[src/cu_settings.svh]
`ifndef CU_SETTINGS_SVH
`define CU_SETTINGS_SVH

// datapath and instruction word
`define CU_XLEN        64
`define CU_INST_W      32
`define CU_REG_ADDR_W  5
`define CU_OPCODE_W    7

// control field widths
`define CU_ALU_OP_W    5
`define CU_ALU_SRC_W   3
`define CU_REGS_SRC_W  4
`define CU_PC_SRC_W    2
`define CU_MEM_OP_W    4
`define CU_MEM_SRC_W   3   // shared by address and data selects

// comparator interface
`define CU_CMP_SRC_W   2
`define CU_CMP_RES_W   2

// internal decode fields
`define CU_IMM_FMT_W   3
`define CU_BR_COND_W   3

`endif

[src/cu_pkg.sv]
`include "cu_settings.svh"

package cu_pkg;

    typedef enum logic [`CU_ALU_OP_W-1:0] {
        alu_none    = 5'b00000,
        alu_add     = 5'b00001,
        alu_add_clr = 5'b00010,   // add, clear bit 0
        alu_sll     = 5'b00011,
        alu_addw    = 5'b00100,
        alu_sub     = 5'b00101,
        alu_srai    = 5'b00110,
        alu_and     = 5'b00111,
        alu_sllw    = 5'b01000,
        alu_xor     = 5'b01001,
        alu_or      = 5'b01010,
        alu_srl     = 5'b01011,
        alu_subw    = 5'b11001,
        alu_slliw   = 5'b11010,
        alu_sraiw   = 5'b11011,
        alu_sraw    = 5'b11100,
        alu_srliw   = 5'b11101,
        alu_srlw    = 5'b11110
    } alu_op_e;

    // first operand / second operand
    typedef enum logic [`CU_ALU_SRC_W-1:0] {
        src_rs1_rs2, src_rs1_imm, src_rs1_pc,
        src_rs1_snpc, src_imm_pc, src_imm_snpc
    } alu_src_e;

    typedef enum logic [`CU_REGS_SRC_W-1:0] {
        regs_keep, regs_alu, regs_pc, regs_snpc,
        regs_imm, regs_mem, regs_zero, regs_one
    } regs_src_e;

    typedef enum logic [`CU_PC_SRC_W-1:0] {
        pc_snpc, pc_alu
    } pc_src_e;

    typedef enum logic [`CU_MEM_OP_W-1:0] {
        mem_none, mem_ld, mem_lw, mem_lh, mem_lb, mem_lwu,
        mem_lhu, mem_lbu, mem_sd, mem_sw, mem_sh, mem_sb
    } mem_op_e;

    typedef enum logic [`CU_MEM_SRC_W-1:0] {
        addr_none = 3'b000,
        addr_alu  = 3'b001
    } mem_addr_src_e;

    typedef enum logic [`CU_MEM_SRC_W-1:0] {
        data_none = 3'b000,
        data_rs2  = 3'b010
    } mem_data_src_e;

    typedef enum logic [`CU_CMP_SRC_W-1:0] {
        cmp_rs2, cmp_imm
    } cmp_src_e;

    typedef enum logic [`CU_CMP_RES_W-1:0] {
        cmp_eq = 2'b00,
        cmp_lt = 2'b01,
        cmp_gt = 2'b10
    } cmp_res_e;

    typedef enum logic [`CU_IMM_FMT_W-1:0] {
        imm_none, imm_i, imm_s, imm_b, imm_u, imm_j
    } imm_fmt_e;

    typedef enum logic [`CU_BR_COND_W-1:0] {
        br_none, br_eq, br_ne, br_lt, br_ge, br_always, br_slt
    } br_cond_e;

    typedef enum logic [`CU_OPCODE_W-1:0] {
        opc_load      = 7'b0000011,
        opc_op_imm    = 7'b0010011,
        opc_auipc     = 7'b0010111,
        opc_op_imm_32 = 7'b0011011,
        opc_store     = 7'b0100011,
        opc_op        = 7'b0110011,
        opc_lui       = 7'b0110111,
        opc_op_32     = 7'b0111011,
        opc_branch    = 7'b1100011,
        opc_jalr      = 7'b1100111,
        opc_jal       = 7'b1101111
    } opcode_e;

endpackage

[src/decode_stage.sv]
`timescale 1ns/1ps
`include "cu_settings.svh"

module decode_stage (
    input  logic                  clk,
    input  logic                  rst_n,
    input  logic [`CU_INST_W-1:0] inst,
    input  logic                  inst_valid,
    output logic [`CU_INST_W-1:0] inst_q,
    output logic                  dec_valid
);

    // valid bit tracks the input every cycle
    always_ff @(posedge clk or negedge rst_n) begin
        if (!rst_n) begin
            dec_valid <= 1'b0;
        end else begin
            dec_valid <= inst_valid;
        end
    end

    // word is only captured on a valid beat
    always_ff @(posedge clk or negedge rst_n) begin
        if (!rst_n) begin
            inst_q <= '0;
        end else if (inst_valid) begin
            inst_q <= inst;
        end
    end

endmodule

[src/op_decoder.sv]
`timescale 1ns/1ps
`include "cu_settings.svh"

module op_decoder
    import cu_pkg::*;
(
    input  logic [`CU_INST_W-1:0] inst_q,
    input  logic                  dec_valid,
    output alu_op_e               ctrl_alu,
    output alu_src_e              sel_alu,
    output logic                  ctrl_cmp,
    output cmp_src_e              sel_cmp,
    output regs_src_e             regs_base,
    output mem_op_e               ctrl_mem,
    output mem_addr_src_e         sel_mem_addr,
    output mem_data_src_e         sel_mem_data,
    output imm_fmt_e              imm_fmt,
    output br_cond_e              br_cond,
    output logic                  illegal_inst
);

    logic [6:0]              funct7;
    logic [2:0]              funct3;
    logic [`CU_OPCODE_W-1:0] opcode;

    assign funct7 = inst_q[31:25];
    assign funct3 = inst_q[14:12];
    assign opcode = inst_q[6:0];

    always_comb begin
        ctrl_alu     = alu_none;
        sel_alu      = src_rs1_rs2;
        ctrl_cmp     = 1'b0;
        sel_cmp      = cmp_rs2;
        regs_base    = regs_keep;
        ctrl_mem     = mem_none;
        sel_mem_addr = addr_none;
        sel_mem_data = data_none;
        imm_fmt      = imm_none;
        br_cond      = br_none;
        illegal_inst = 1'b0;

        if (dec_valid) begin
            // per-instruction fields
            casez ({funct7, funct3, opcode})
                {7'b0000000, 3'b000, opc_op}:    ctrl_alu = alu_add;
                {7'b0000000, 3'b000, opc_op_32}: ctrl_alu = alu_addw;
                {7'b0100000, 3'b000, opc_op}:    ctrl_alu = alu_sub;
                {7'b0000000, 3'b001, opc_op_32}: ctrl_alu = alu_sllw;
                {7'b0000000, 3'b111, opc_op}:    ctrl_alu = alu_and;
                {7'b0000000, 3'b011, opc_op}:    br_cond  = br_slt;   // sltu
                {7'b0000000, 3'b110, opc_op}:    ctrl_alu = alu_or;
                {7'b0100000, 3'b000, opc_op_32}: ctrl_alu = alu_subw;
                {7'b0000000, 3'b010, opc_op}: begin                    // slt
                    ctrl_cmp = 1'b1;
                    br_cond  = br_slt;
                end
                {7'b0100000, 3'b101, opc_op_32}: ctrl_alu = alu_sraw;
                {7'b0000000, 3'b101, opc_op_32}: ctrl_alu = alu_srlw;
                {7'b0000000, 3'b100, opc_op}:    ctrl_alu = alu_xor;
                {7'b0000000, 3'b001, opc_op}:    ctrl_alu = alu_sll;

                {7'b???????, 3'b000, opc_op_imm}: ctrl_alu = alu_add;
                {7'b???????, 3'b000, opc_jalr}: begin
                    ctrl_alu = alu_add_clr;
                    br_cond  = br_always;
                end
                {7'b000000?, 3'b001, opc_op_imm}: ctrl_alu = alu_sll;    // slli
                {7'b???????, 3'b010, opc_load}:   ctrl_mem = mem_lw;
                {7'b???????, 3'b011, opc_op_imm}: begin                 // sltiu
                    sel_cmp = cmp_imm;
                    br_cond = br_slt;
                end
                {7'b???????, 3'b010, opc_op_imm}: begin                 // slti
                    ctrl_cmp = 1'b1;
                    sel_cmp  = cmp_imm;
                    br_cond  = br_slt;
                end
                {7'b???????, 3'b000, opc_op_imm_32}: ctrl_alu = alu_addw;
                {7'b???????, 3'b011, opc_load}:      ctrl_mem = mem_ld;
                {7'b010000?, 3'b101, opc_op_imm}:    ctrl_alu = alu_srai;
                {7'b???????, 3'b100, opc_load}:      ctrl_mem = mem_lbu;
                {7'b???????, 3'b111, opc_op_imm}:    ctrl_alu = alu_and;
                {7'b???????, 3'b100, opc_op_imm}:    ctrl_alu = alu_xor;
                {7'b000000?, 3'b101, opc_op_imm}:    ctrl_alu = alu_srl;
                {7'b???????, 3'b001, opc_load}:      ctrl_mem = mem_lh;
                {7'b???????, 3'b101, opc_load}:      ctrl_mem = mem_lhu;
                {7'b000000?, 3'b001, opc_op_imm_32}: ctrl_alu = alu_slliw;
                {7'b010000?, 3'b101, opc_op_imm_32}: ctrl_alu = alu_sraiw;
                {7'b000000?, 3'b101, opc_op_imm_32}: ctrl_alu = alu_srliw;
                {7'b???????, 3'b110, opc_load}:      ctrl_mem = mem_lwu;
                {7'b???????, 3'b110, opc_op_imm}:    ctrl_alu = alu_or;
                {7'b???????, 3'b000, opc_load}:      ctrl_mem = mem_lb;

                {7'b???????, 3'b011, opc_store}: ctrl_mem = mem_sd;
                {7'b???????, 3'b001, opc_store}: ctrl_mem = mem_sh;
                {7'b???????, 3'b000, opc_store}: ctrl_mem = mem_sb;
                {7'b???????, 3'b010, opc_store}: ctrl_mem = mem_sw;

                {7'b???????, 3'b000, opc_branch}: br_cond = br_eq;
                {7'b???????, 3'b001, opc_branch}: br_cond = br_ne;
                {7'b???????, 3'b101, opc_branch}: begin                 // bge
                    ctrl_cmp = 1'b1;
                    br_cond  = br_ge;
                end
                {7'b???????, 3'b111, opc_branch}: br_cond = br_ge;      // bgeu
                {7'b???????, 3'b110, opc_branch}: br_cond = br_lt;      // bltu
                {7'b???????, 3'b100, opc_branch}: begin                 // blt
                    ctrl_cmp = 1'b1;
                    br_cond  = br_lt;
                end

                {10'b??????????, opc_auipc}: ctrl_alu = alu_add;
                {10'b??????????, opc_lui}:   ctrl_alu = alu_none;
                {10'b??????????, opc_jal}: begin
                    ctrl_alu = alu_add;
                    br_cond  = br_always;
                end
                default: illegal_inst = 1'b1;   // M, system, unknown
            endcase

            // fields shared by a whole opcode class
            if (!illegal_inst) begin
                case (opcode)
                    opc_op, opc_op_32: begin
                        regs_base = regs_alu;
                    end
                    opc_op_imm, opc_op_imm_32: begin
                        sel_alu   = (br_cond == br_slt) ? src_rs1_rs2 : src_rs1_imm;
                        regs_base = regs_alu;
                        imm_fmt   = imm_i;
                    end
                    opc_load: begin
                        ctrl_alu     = alu_add;
                        sel_alu      = src_rs1_imm;
                        regs_base    = regs_mem;
                        sel_mem_addr = addr_alu;
                        imm_fmt      = imm_i;
                    end
                    opc_store: begin
                        ctrl_alu     = alu_add;
                        sel_alu      = src_rs1_imm;
                        sel_mem_addr = addr_alu;
                        sel_mem_data = data_rs2;
                        imm_fmt      = imm_s;
                    end
                    opc_branch: begin
                        ctrl_alu = alu_add;
                        sel_alu  = src_imm_pc;   // target = pc + imm
                        imm_fmt  = imm_b;
                    end
                    opc_jalr: begin
                        sel_alu   = src_rs1_imm;
                        regs_base = regs_snpc;   // link
                        imm_fmt   = imm_i;
                    end
                    opc_jal: begin
                        sel_alu   = src_imm_pc;
                        regs_base = regs_snpc;
                        imm_fmt   = imm_j;
                    end
                    opc_lui: begin
                        regs_base = regs_imm;
                        imm_fmt   = imm_u;
                    end
                    opc_auipc: begin
                        sel_alu   = src_imm_pc;
                        regs_base = regs_alu;
                        imm_fmt   = imm_u;
                    end
                    default: begin
                        regs_base = regs_keep;
                    end
                endcase
            end
        end
    end

endmodule

[src/imm_gen.sv]
`timescale 1ns/1ps
`include "cu_settings.svh"

module imm_gen
    import cu_pkg::*;
(
    input  logic [`CU_INST_W-1:0] inst_q,
    input  imm_fmt_e              imm_fmt,
    output logic [`CU_XLEN-1:0]   imm
);

    logic sign;

    assign sign = inst_q[31];

    always_comb begin
        case (imm_fmt)
            imm_i: begin
                imm = {{(`CU_XLEN-12){sign}}, inst_q[31:20]};
            end
            imm_s: begin
                imm = {{(`CU_XLEN-12){sign}}, inst_q[31:25], inst_q[11:7]};
            end
            imm_b: begin   // bit 0 always zero
                imm = {{(`CU_XLEN-12){sign}}, inst_q[7], inst_q[30:25],
                       inst_q[11:8], 1'b0};
            end
            imm_u: begin
                imm = {{(`CU_XLEN-32){sign}}, inst_q[31:12], 12'b0};
            end
            imm_j: begin
                imm = {{(`CU_XLEN-20){sign}}, inst_q[19:12], inst_q[20],
                       inst_q[30:21], 1'b0};
            end
            default: begin
                imm = '0;
            end
        endcase
    end

endmodule

[src/branch_resolve.sv]
`timescale 1ns/1ps

module branch_resolve
    import cu_pkg::*;
(
    input  br_cond_e  br_cond,
    input  regs_src_e regs_base,
    input  cmp_res_e  cmp_out,
    output pc_src_e   sel_pc,
    output regs_src_e sel_regs
);

    logic is_eq;
    logic is_lt;
    logic is_gt;

    assign is_eq = (cmp_out == cmp_eq);
    assign is_lt = (cmp_out == cmp_lt);
    assign is_gt = (cmp_out == cmp_gt);

    always_comb begin
        sel_pc   = pc_snpc;
        sel_regs = regs_base;
        case (br_cond)
            br_eq: begin
                sel_pc = is_eq ? pc_alu : pc_snpc;
            end
            br_ne: begin
                sel_pc = is_eq ? pc_snpc : pc_alu;
            end
            br_lt: begin
                sel_pc = is_lt ? pc_alu : pc_snpc;
            end
            br_ge: begin
                sel_pc = (is_eq || is_gt) ? pc_alu : pc_snpc;
            end
            br_always: begin   // jal, jalr
                sel_pc = pc_alu;
            end
            br_slt: begin      // write 1 or 0 to rd
                sel_regs = is_lt ? regs_one : regs_zero;
            end
            default: begin
                sel_pc = pc_snpc;
            end
        endcase
    end

endmodule

[src/cu_top.sv]
`timescale 1ns/1ps
`include "cu_settings.svh"

module cu_top
    import cu_pkg::*;
(
    input  logic                      clk,
    input  logic                      rst_n,
    input  logic [`CU_INST_W-1:0]     inst,
    input  logic                      inst_valid,
    input  cmp_res_e                  cmp_out,
    output logic [`CU_REG_ADDR_W-1:0] rs1,
    output logic [`CU_REG_ADDR_W-1:0] rs2,
    output logic [`CU_REG_ADDR_W-1:0] rd,
    output logic [`CU_XLEN-1:0]       imm,
    output alu_op_e                   ctrl_alu,
    output alu_src_e                  sel_alu,
    output logic                      ctrl_cmp,
    output cmp_src_e                  sel_cmp,
    output regs_src_e                 sel_regs,
    output pc_src_e                   sel_pc,
    output mem_op_e                   ctrl_mem,
    output mem_addr_src_e             sel_mem_addr,
    output mem_data_src_e             sel_mem_data,
    output logic                      dec_valid,
    output logic                      illegal_inst
);

    logic [`CU_INST_W-1:0] inst_q;
    regs_src_e             regs_base;
    imm_fmt_e              imm_fmt;
    br_cond_e              br_cond;

    assign rs1 = inst_q[19:15];
    assign rs2 = inst_q[24:20];
    assign rd  = inst_q[11:7];

    decode_stage u_decode_stage (
        .clk        (clk),
        .rst_n      (rst_n),
        .inst       (inst),
        .inst_valid (inst_valid),
        .inst_q     (inst_q),
        .dec_valid  (dec_valid)
    );

    op_decoder u_op_decoder (
        .inst_q       (inst_q),
        .dec_valid    (dec_valid),
        .ctrl_alu     (ctrl_alu),
        .sel_alu      (sel_alu),
        .ctrl_cmp     (ctrl_cmp),
        .sel_cmp      (sel_cmp),
        .regs_base    (regs_base),
        .ctrl_mem     (ctrl_mem),
        .sel_mem_addr (sel_mem_addr),
        .sel_mem_data (sel_mem_data),
        .imm_fmt      (imm_fmt),
        .br_cond      (br_cond),
        .illegal_inst (illegal_inst)
    );

    imm_gen u_imm_gen (
        .inst_q  (inst_q),
        .imm_fmt (imm_fmt),
        .imm     (imm)
    );

    // cmp_out arrives from the external comparator in the decode cycle
    branch_resolve u_branch_resolve (
        .br_cond   (br_cond),
        .regs_base (regs_base),
        .cmp_out   (cmp_out),
        .sel_pc    (sel_pc),
        .sel_regs  (sel_regs)
    );

endmodule

[config.mk]
export PLATFORM = sky130hd
export DESIGN_NAME = cu_top
export DESIGN_NICKNAME = d
export VERILOG_FILES = /design/src/cu_pkg.sv /design/src/decode_stage.sv /design/src/op_decoder.sv /design/src/imm_gen.sv /design/src/branch_resolve.sv /design/src/cu_top.sv
export VERILOG_INCLUDE_DIRS = /design/src
export SDC_FILE = /design/constraint.sdc
export NUM_CORES = 1
export LEC_CHECK = 0
export BUFFER_PORTS_ARGS = -buffer_cell sky130_fd_sc_hd__buf_2
export CORE_MARGIN = 5
export CORE_UTILIZATION = 28
export CTS_BUF_LIST = sky130_fd_sc_hd__clkbuf_16
export CTS_CLUSTER_DIAMETER = 60
export DETAILED_ROUTE_END_ITERATION = 7
export HOLD_SLACK_MARGIN = 0.12
export RECOVER_POWER = 25
export SLEW_MARGIN = 20
export SYNTH_ARGS = -nofsm -noshare
export SYNTH_HDL_FRONTEND = slang
export SYNTH_SLANG_ARGS = --single-unit
[constraint.sdc]
create_clock -name clk -period 3.01 [get_ports clk]
set_input_delay 0.301 -clock clk [delete_from_list [all_inputs] [get_ports clk]]
set_output_delay 0.301 -clock clk [all_outputs]
set_load 0.02 [all_outputs]
Yosys cells after proc, flatten, opt, wreduce, memory -nomap -nowiden
Cells that the tools add are included.
{"block": "totals", "reg_bits": 33, "latch_bits": 0, "ramBits": 0, "rom_bits": 0, "inputBits": 37, "out_inout_bits": 108, "word_cells": 135, "memories": 0}
{"block": "op_classes", "n_addsub": 0, "mul": 0, "div_mod_pow": 0, "order_cmp": 0, "n_eq_ne": 69, "shifts": 0, "muxes": 40, "bitwise_logic": 0, "reduce_logical": 24}
{"operator": "64-bit case mux with 5 select lines", "n": 1}
{"operator": "10-bit == test, second input constant", "n": 10}
{"operator": "5-bit case mux with 17 select lines", "n": 1}
{"operator": "17-bit by 10-bit == test with 1-bit output, second input constant", "n": 4}
{"operator": "10-bit by 9-bit == test with 1-bit output, second input constant", "n": 6}
{"operator": "17-bit by 16-bit == test with 1-bit output, second input constant", "n": 3}
{"operator": "47-bit OR reduction", "n": 1}
{"operator": "4-bit case mux with 11 select lines", "n": 1}
{"operator": "17-bit by 6-bit == test with 1-bit output, second input constant", "n": 2}
{"operator": "17-bit by 8-bit == test with 1-bit output, second input constant", "n": 2}
{"operator": "17-bit by 9-bit == test with 1-bit output, second input constant", "n": 2}
{"operator": "16-bit by 10-bit == test with 1-bit output, second input constant", "n": 2}
{"operator": "16-bit by 15-bit == test with 1-bit output, second input constant", "n": 2}
{"operator": "16-bit by 8-bit == test with 1-bit output, second input constant", "n": 2}
{"operator": "10-bit by 8-bit == test with 1-bit output, second input constant", "n": 3}
{"operator": "3-bit two-way mux", "n": 10}
{"operator": "7-bit by 6-bit == test with 1-bit output, second input constant", "n": 4}
{"operator": "2-bit OR reduction", "n": 13}
{"operator": "7-bit by 5-bit == test with 1-bit output, second input constant", "n": 3}
{"operator": "7-bit == test, second input constant", "n": 3}
{"operator": "10-bit by 5-bit == test with 1-bit output, second input constant", "n": 2}
{"operator": "10-bit by 7-bit == test with 1-bit output, second input constant", "n": 2}
{"operator": "3-bit == test, second input constant", "n": 6}
{"operator": "3-bit case mux with 6 select lines", "n": 1}
{"operator": "other kinds (20)", "n": 47}

Logic depth before layout (Yosys ltp)
Gate-level depths: netlist of the first run.
{"block": "depth", "ltp_word": 9, "mapped_depth": 10, "ltp_nobuf": 6}

Cells and area by module
A second synthesis of the first run with hierarchy kept.
{"block": "hier_totals", "hier_cells": 350, "hier_area_um2": 3189.3}
{"mod": "decode_stage", "n_inst": 1, "cells_each": 69, "area_per_inst_um2": 1370.1, "seq_area_each_um2": 825.8}
{"mod": "op_decoder", "n_inst": 1, "cells_each": 167, "area_per_inst_um2": 1092.3, "seq_area_each_um2": 0.0}
{"mod": "imm_gen", "n_inst": 1, "cells_each": 98, "area_per_inst_um2": 630.6, "seq_area_each_um2": 0.0}
{"mod": "branch_resolve", "n_inst": 1, "cells_each": 16, "area_per_inst_um2": 96.3, "seq_area_each_um2": 0.0}

Worst setup path after synthesis of the first run
OpenSTA, ideal clock, no wires.
{"block": "synth_timing", "path_kind": "register -> output", "startpoint": "reg u_decode_stage.inst_q[26]", "endpoint": "out imm[32]", "arrival_ns": 2.864, "required_ns": 2.709, "slack_ns": -0.155, "path_stages_with_launch": 8, "n_path_buf": 1, "cell_sequence": "dfrtp_1 or4_4 nor4_4 a211oi_1 o211a_1 nand4_1 and3_1 buf_4"}
{"block": "synth_via", "elab_chain_cells": 8, "word_cells_on_any_way": 30, "cone_classes": "eq/ne (24); mux (5); reduce/logical (1)"}
{"item": "start, declared", "line_no": "decode_stage.sv:9", "rtl": "output logic [`CU_INST_W-1:0] inst_q,"}
{"item": "start signal, assigned", "line_no": "decode_stage.sv:27", "rtl": "inst_q <= inst;"}
{"item": "17-bit by 6-bit == test with 1-bit output, or another cell as far along", "line_no": "op_decoder.sv:45", "rtl": "casez ({funct7, funct3, opcode})"}
{"item": "47-bit OR reduction (no line) *"}
{"item": "1-bit two-way mux *", "line_no": "op_decoder.sv:45"}
{"item": "1-bit two-way mux *", "line_no": "op_decoder.sv:43", "rtl": "if (dec_valid) begin"}
{"item": "3-bit two-way mux *", "line_no": "op_decoder.sv:123", "rtl": "if (!illegal_inst) begin"}
{"item": "3-bit two-way mux *", "line_no": "op_decoder.sv:43"}
{"item": "3-bit == test, or another cell as far along", "line_no": "imm_gen.sv:17", "rtl": "case (imm_fmt)"}
{"item": "64-bit case mux with 5 select lines *", "line_no": "imm_gen.sv:17"}
{"item": "end, declared", "line_no": "cu_top.sv:15", "rtl": "output logic [`CU_XLEN-1:0] imm,"}
Mark *: on every way between the ends. The rest lies on a longest branch, timed or not. The select of a mux whose other input is x is not followed.

Final worst setup path of the first run
{"block": "layout_timing", "startpoint": "reg u_decode_stage.inst_q[28]", "endpoint": "out imm[27]"}
The elaborated chain is that of the path after synthesis.

==> run_results.csv, run 1 <==
group,metric,value,unit
run_status,outcome,"finished, violations left",
run_status,violations,"capacitance limit, slew limit, setup timing",
clocking,hold_buffers,0,
power,p_sw_frac,0.340,
drt,wl,12700,um
drt,viasPerCell,5.41,
timing,finalCritPeriodShare,1.04,
synth,synth_fa_ha_area_frac,0,
timing,hold_viol_final,0,
grt,grt_pass1_wl,19100,um
drt,via_count,3648,
floorplanning,fp-row-count,39,
synth,synth_compound_area_frac,0.164,
finish,layout.nets,567,
finish,nFillCells,1085,
floorplanning,initial_core_util,0.286,
drt,drcViolationCount,0,
synth,synth.area.mux_share,0.107,
drt,avgRoutedWirePerCell,18.9,um
timing,tightest_slew,1.92,ns
min_path,min_from,"inst[12]",
floorplanning,die_h,118,um
clocking,cts_buffers,5,
synth,synthSimpleGateAreaFrac,0.294,
synth,syn_avg_cell_area,8.00,sq um
synth,ys_types,63,
synth,synth_edf_count,0,
synth,synth-seq-area-share,0.252,
timing,rsz0062_at_grt,"yes",
finish,fin_cells,674,
synth,netlist_area,3270,sq um
critical_path,r2r_end,"u_decode_stage.inst_q[6]",
finish,drive_gt1_frac,0.571,
placed_design,dp.final_hpwl,8790,um
drt,wl_met2,6200,um
critical_path,critPathKind,"register to primary output",
timing,drv_slew,34,
synth,yosysWarnings,0,
critical_path,worstSetupStartpointType,"register",
floorplanning,die_area,13900,sq um
synth,synth_seq_cells,33,
synth,ys.flop_type,"dfrtp_1",
clocking,cts_tree,"built",
synth,synth.most_common_cell,"buf_4",
synth,synth_area_leaders,"dfrtp_1, buf_4, mux2_2, nor3_1, a21oi_1",
clocking,cts_buffer_depth,2,
synth,synth_common_cells,"buf_4, nor3_1, dfrtp_1, nand2_1",
finish,final_area,5230,sq um
finish,areaGrowthSynthToFinish,59.8,%
timing,fin_crit,3.12,ns
placed_design,numPortBuffers,136,
drt,highest_layer,"met4",
power,ir_drop,0.252,mV
floorplanning,die_w,118,um
grt,grt_usage,0.163,
power,p_total,1.70,mW
placed_design,place_area,3910,sq um
power,combPwrFrac,0.343,
power,pwr-share-seq,0.319,
clocking,htreeDepth,2,
critical_path,r2r_start,"u_decode_stage.inst_q[6]",
run,cap_viol_max_count,1,
floorplanning,fp.coreArea,11400,sq um
synth,synthXorXnorAreaFrac,0.00536,
clocking,clk_latency,0.28,ns
clocking,clock-sinks,33,
timing,setup_slack,-0.106,ns
synth,synth_top_family_by_area,"simple AND/OR/NAND/NOR gates",
clocking,clkTransAtPathRegs,0.06,ns
power,p_int,1.12,mW
critical_path,regToRegSetupSlack,1.97,ns
timing,fin_setup_tns,-0.445,ns
placed_design,pre_cts_slack,-0.0949,ns
critical_path,arrival,2.81,ns
synth,synthCells,409,
power,power.switching,578,uW
grt,overflow,0,
drt,drt_iter0_markers,253,
critical_path,required,2.71,ns
finish,antenna_cells,0,
power,pwr-share-clk,0.338,
min_path,min_path_cells,3,
min_path,min_path_type,"input pin to register",
timing,relSlewSlack,-0.279,
grt,antenna_found_initial,0,
grt,grt_max_degree,36,
drt,wl_met3,950,um
drt,antenna_left,0,
power,power_density,325,nW/um^2
placed_design,dp.cells,645,
grt,first_global_vias,3548,
critical_path,crit_fanout,8,
placed_design,gp_congestion,0.900,
timing,finClkSkew,0,ns
critical_path,ff2ff_path_depth,2,
power,p_leak,2.24,nW
drt,wl_met1,5140,um
drt,drt-pass1-iter-count,5,
floorplanning,io_pins,145,
timing,fmax,321,MHz
critical_path,cp-end-kind,"primary output",
synth,synth.top_cell.area_share,0.252,
min_path,whs_endpoint,"u_decode_stage.inst_q[12]",
timing,setup_viol,20,
clocking,clock-root-buffer,"clkbuf_16",
synth,synth_area_leader_cell,"dfrtp_1",
synth,async_flop_share,1.00,
[power groups by stage]
| stage | sequential, mW | clock, mW | combinational (mW) |
|---|---|---|---|
| 6_report | 0.542 | 0.574 | 0.583 |
| 2_1_floorplan | 0.530 | 0 | 0.340 |
| 5_1_grt | 0.549 | 0.600 | 0.624 |
| 3_3_place_gp | 0.543 | 0 | 0.459 |
| 4_1_cts | 0.536 | 0.583 | 0.515 |
| 3_5_place_dp | 0.545 | 0 | 0.457 |
[per-stage QoR]
| stage | hold WS (ns) | utilization |
|---|---|---|
| global placement | 0.433 | 0.342 |
| CTS | 0.123 | 0.412 |
| finish | 0.234 | 0.458 |
| floorplan | 0.00541 | - |
| detailed placement | 0.422 | 0.342 |
| global route | 0.247 | 0.458 |
[cells by family after synthesis]
kind of cell              after synthesis
AOI/OAI and AO/OA                      83
and+or+nand+nor                       167
xor gates and xnor gates                2
other                                   1
muxes                                  31
DFF                                    33
buffers and inverters                  92
[how the worst max path moves through the flow]
stage	startpoint	to	slack, ns
floorplan	u_decode_stage.inst_q[26]	sel_alu[2]	0.13
global placement	u_decode_stage.inst_q[4]	sel_alu[2]	-0.20
detailed placement	u_decode_stage.inst_q[26]	sel_alu[2]	-0.09
CTS	u_decode_stage.inst_q[29]	imm[25]	-0.18
global route	u_decode_stage.inst_q[5]	imm[21]	-0.12
finish	u_decode_stage.inst_q[28]	imm[27]	-0.11
[layout by cell type, fill, tap and decap left out, drive strengths merged, types with 4 or more instances in the layout]
cell type and count:
inv 5, a211oi 5, nand2 32, nor4 7, mux2 31, nand2b 7
clkbuf 8, nor3 42, and2 4, o21ai 15, a21oi 31, nand4 6
nor2 25, and3 7, o22ai 4, dfrtp 33, o211ai 4, and4 4
buf 191, conb 8, nand3 6
[flip-flops by register name, indices dropped and copies added, names as in the netlist]
register / count
u_decode_stage.dec_valid: 1
u_decode_stage.inst_q: 32
[repair_timing]
item                                    4_1_cts  5_1_grt
resized for setup                           136      101
setup buffers                                13        3
gates cloned                                  3        2
pin swaps                                    16       31
endpoints found under the setup margin       74       80
[critical path, stage by stage, from the launching register on]
cell       delay [ns]
dfrtp_1          0.38
or4_4            0.58
nor4_4           0.29
a211oi_2         0.13
o211a_1          0.29
and4_4           0.28
clkbuf_16        0.19
nor3_2           0.19
buf_4            0.18
[area by class of cell]
class,instances,area (sq um),area share
inverter,4,15.0,0.00287
multi-input combinational,292,2330,0.446
clock buffer,5,125,0.0239
tap,143,179,0.0342
clock inverter,3,37.5,0.00718
sequential,33,831,0.159
timing repair buffer,194,1710,0.327
[layer usage]
layer	up-vias	global-route usage
li1	1671	-
met1	1738	0.213
met2	200	0.268
met3	39	0.0336
met4	0	0.0559
met5	-	0
Power figures use the tool's default switching activity.
==> run 2, diff against run 1 <==
- SYNTH_HIERARCHICAL: default -> 1
==> run 2 against run 1 <==
Against the previous run:
- the flow finishes with violations (setup timing)
- non-clock buffer count grew 29
- die area shrank 2.3%
- cell count shrank 0.45%
- fmax shrank 5.2%
- sequential share of layout area grew 0.97 points
- critical endpoint is now imm[52]
==> run_results.csv, run 2 <==
group,metric,value,unit
run_status,outcome,"finished, violations left",
run_status,violations,"setup timing",
timing,rsz0062_at_grt,"yes",
timing,tightest_slew,1.12,ns
critical_path,cp-end-kind,"primary output",
finish,areaGrowthSynthToFinish,53.7,%
critical_path,required,2.71,ns
finish,reg_top3,"u_decode_stage/inst_q: 32 flops, u_decode_stage/dec_valid: 1 flops",
synth,synth.top_cell.area_share,0.259,
drt,drt-pass1-iter-count,5,
grt,grt_pass1_wl,18200,um
drt,wl,11600,um
critical_path,crit_path_start,"u_decode_stage/inst_q[4]",
critical_path,r2r_end,"u_decode_stage/inst_q[25]",
timing,finClkSkew,0,ns
timing,fin_crit,3.29,ns
drt,viasPerCell,5.05,
critical_path,arrival,2.99,ns
drt,drcViolationCount,0,
synth,synth.most_common_cell,"buf_4",
critical_path,critPathKind,"register to primary output",
synth,async_flop_share,1.00,
finish,drive_gt1_frac,0.566,
grt,first_global_vias,3606,
placed_design,dp.cells,648,
timing,hold_viol_final,0,
timing,drv_slew,0,
critical_path,path_common_cell,"buf_4",
grt,grt_max_degree,34,
critical_path,ff2ff_path_depth,2,
power,p_leak,2.37,nW
finish,top_register,"u_decode_stage/inst_q",
critical_path,r2r_start,"u_decode_stage/inst_q[25]",
synth,ys.flop_type,"dfrtp_1",
critical_path,cp.buffers_inverters,4,
synth,synth_seq_cells,33,
drt,drt_iter0_markers,185,
synth,synth-seq-area-share,0.259,
timing,setup_viol,66,
clocking,cts_buffer_depth,2,
floorplanning,initial_core_util,0.283,
critical_path,path_delay_family,"compound AO/OA/AOI/OAI gates",
finish,largest_reg_flops,32,
placed_design,numPortBuffers,136,
synth,synth_common_cells,"buf_4, dfrtp_1, mux2_4, nand2_1, nor2_1",
drt,via_count,3389,
floorplanning,die_area,13600,sq um
critical_path,regToRegSetupSlack,1.91,ns
floorplanning,io_pins,145,
clocking,clk_latency,0.28,ns
drt,avgRoutedWirePerCell,17.3,um
synth,syn_avg_cell_area,9.11,sq um
critical_path,slowest_stage,"nor4_1",
timing,fmax,304,MHz
clocking,htreeDepth,2,
timing,setup_slack,-0.278,ns
timing,finalCritPeriodShare,1.09,
finish,layout_commonest_cell,"buf_4",
finish,nFillCells,1105,
critical_path,cp-endpoint,"imm[52]",
critical_path,path_depth,12,
floorplanning,die_h,117,um
timing,relSlewSlack,0.253,
grt,antenna_found_initial,0,
synth,yosysWarnings,6,
critical_path,worstSetupStartpointType,"register",
drt,antenna_left,0,
critical_path,crit_chain,"buf_4 > buf_4 > nor4_1 > a21oi_1 > o21ai_2 > o41ai_4 > a31oi_2 > buf_4 > nor2_2 > nor2_4 > o21a_4 > buf_2",
power,p_total,1.61,mW
timing,fin_setup_tns,-14.88,ns
grt,overflow,0,
min_path,min_path_type,"input pin to register",
floorplanning,die_w,117,um
synth,ys_types,73,
clocking,clkTransAtPathRegs,0.05,ns
grt,grt_usage,0.170,
critical_path,cp_slowest_stage_delay,0.54,ns
clocking,cts_tree,"built",
power,ir_drop,0.246,mV
critical_path,crit_fanout,8,
floorplanning,fp-row-count,39,
floorplanning,fp.coreArea,11300,sq um
synth,synth_edf_count,0,
synth,synth_area_leaders,"dfrtp_1, mux2_4, buf_4, nand2_1, a21oi_1",
run,cap_viol_max_count,0,
synth,synthCells,350,
clocking,cts_buffers,5,
synth,synth_area_leader_cell,"dfrtp_1",
synth,netlist_area,3190,sq um
placed_design,gp_congestion,0.971,
timing,whs,0.240,ns
power,power_density,328,nW/um^2
placed_design,dp.final_hpwl,8560,um
finish,antenna_cells,0,
finish,layout_common_cells,"buf_4, buf_2, buf_6, dfrtp_1, nand2_1",
finish,fin_cells,671,
clocking,clock-sinks,33,
finish,layout.nets,565,
clocking,clock-root-buffer,"clkbuf_16",
[run 2: changes by cell type after synthesis, sizes merged, moves of 7 or more]
cell | previous run | this run
a21o | 0 | 10
a21oi | 31 | 20
and2 | 4 | 11
buf | 66 | 55
clkbuf | 22 | 7
nor3 | 42 | 13
o21ai | 15 | 22
[run 2: cell type report]
| cell class | count | area [sq um] | area share |
|---|---|---|---|
| Multi-Input combinational cell | 257 | 2070 | 0.423 |
| Clock buffer | 5 | 125 | 0.0255 |
| Sequential cell | 33 | 827 | 0.169 |
| Inverter | 8 | 30.0 | 0.00612 |
| Clock inverter | 2 | 35.0 | 0.00714 |
| Tap cell | 143 | 179 | 0.0365 |
| Timing Repair Buffer | 223 | 1630 | 0.333 |
[run 2: kinds of logic after synthesis]
group | count (synthesis) | synth area share
DFF | 33 | 0.259
and+or+nand+nor | 128 | 0.244
muxes | 32 | 0.148
buffers and inverters | 70 | 0.155
adders and majority gates | 1 | 0.00314
other | 2 | 0.00235
AOI/OAI and AO/OA | 83 | 0.186
xor gates and xnor gates | 1 | 0.00275
[run 2: routing by layer]
layer / vias to the layer above / track usage / wire (um)
met1: 1615 / 0.219 / 4950
met2: 168 / 0.283 / 5370
met3: 23 / 0.0342 / 946
li1: 1583 / - / -
met5: - / 0 / 0
met4: 0 / 0.0596 / 317
[run 2: repair_timing]
item	4_1_cts	5_1_grt
gates resized for setup	92	52
endpoints found under the hold margin	10	0
hold buffers	1	0
setup endpoints to repair	68	74
pin swaps	25	8
gates cloned	4	0
buffers inserted	11	0
[run 2: power breakdown]
group	internal [mW]	total (mW)	leakage, nW	switching [mW]
Combinational	0.235	0.500	1.91	0.265
Sequential	0.489	0.542	0.385	0.0530
Clock	0.384	0.565	0.0797	0.182
[run 2: how the worst min path moves through the flow]
| stage | endpoint | slack, ns | cells past startpoint | start |
|---|---|---|---|---|
| global placement | u_decode_stage/inst_q[9] | 0.42 | 1 | rst_n |
| global route | u_decode_stage/inst_q[11] | 0.23 | 2 | inst[11] |
| finish | u_decode_stage/inst_q[19] | 0.24 | 2 | inst[19] |
| CTS | u_decode_stage/inst_q[23] | 0.24 | 2 | inst[23] |
| detailed placement | u_decode_stage/inst_q[8] | 0.43 | 1 | rst_n |
| floorplan | u_decode_stage/dec_valid | 0.005 | 0 | rst_n |
[run 2: through the flow]
| stage | cell area [sq um] | util | setup slack, ns |
|---|---|---|---|
| floorplan | 3260 | - | -0.0222 |
| global placement | 4200 | 0.372 | -0.242 |
| detailed placement | 4200 | 0.372 | -0.249 |
| CTS | 4770 | 0.424 | -0.279 |
| global route | 4900 | 0.435 | -0.434 |
| finish | 4900 | 0.435 | -0.278 |
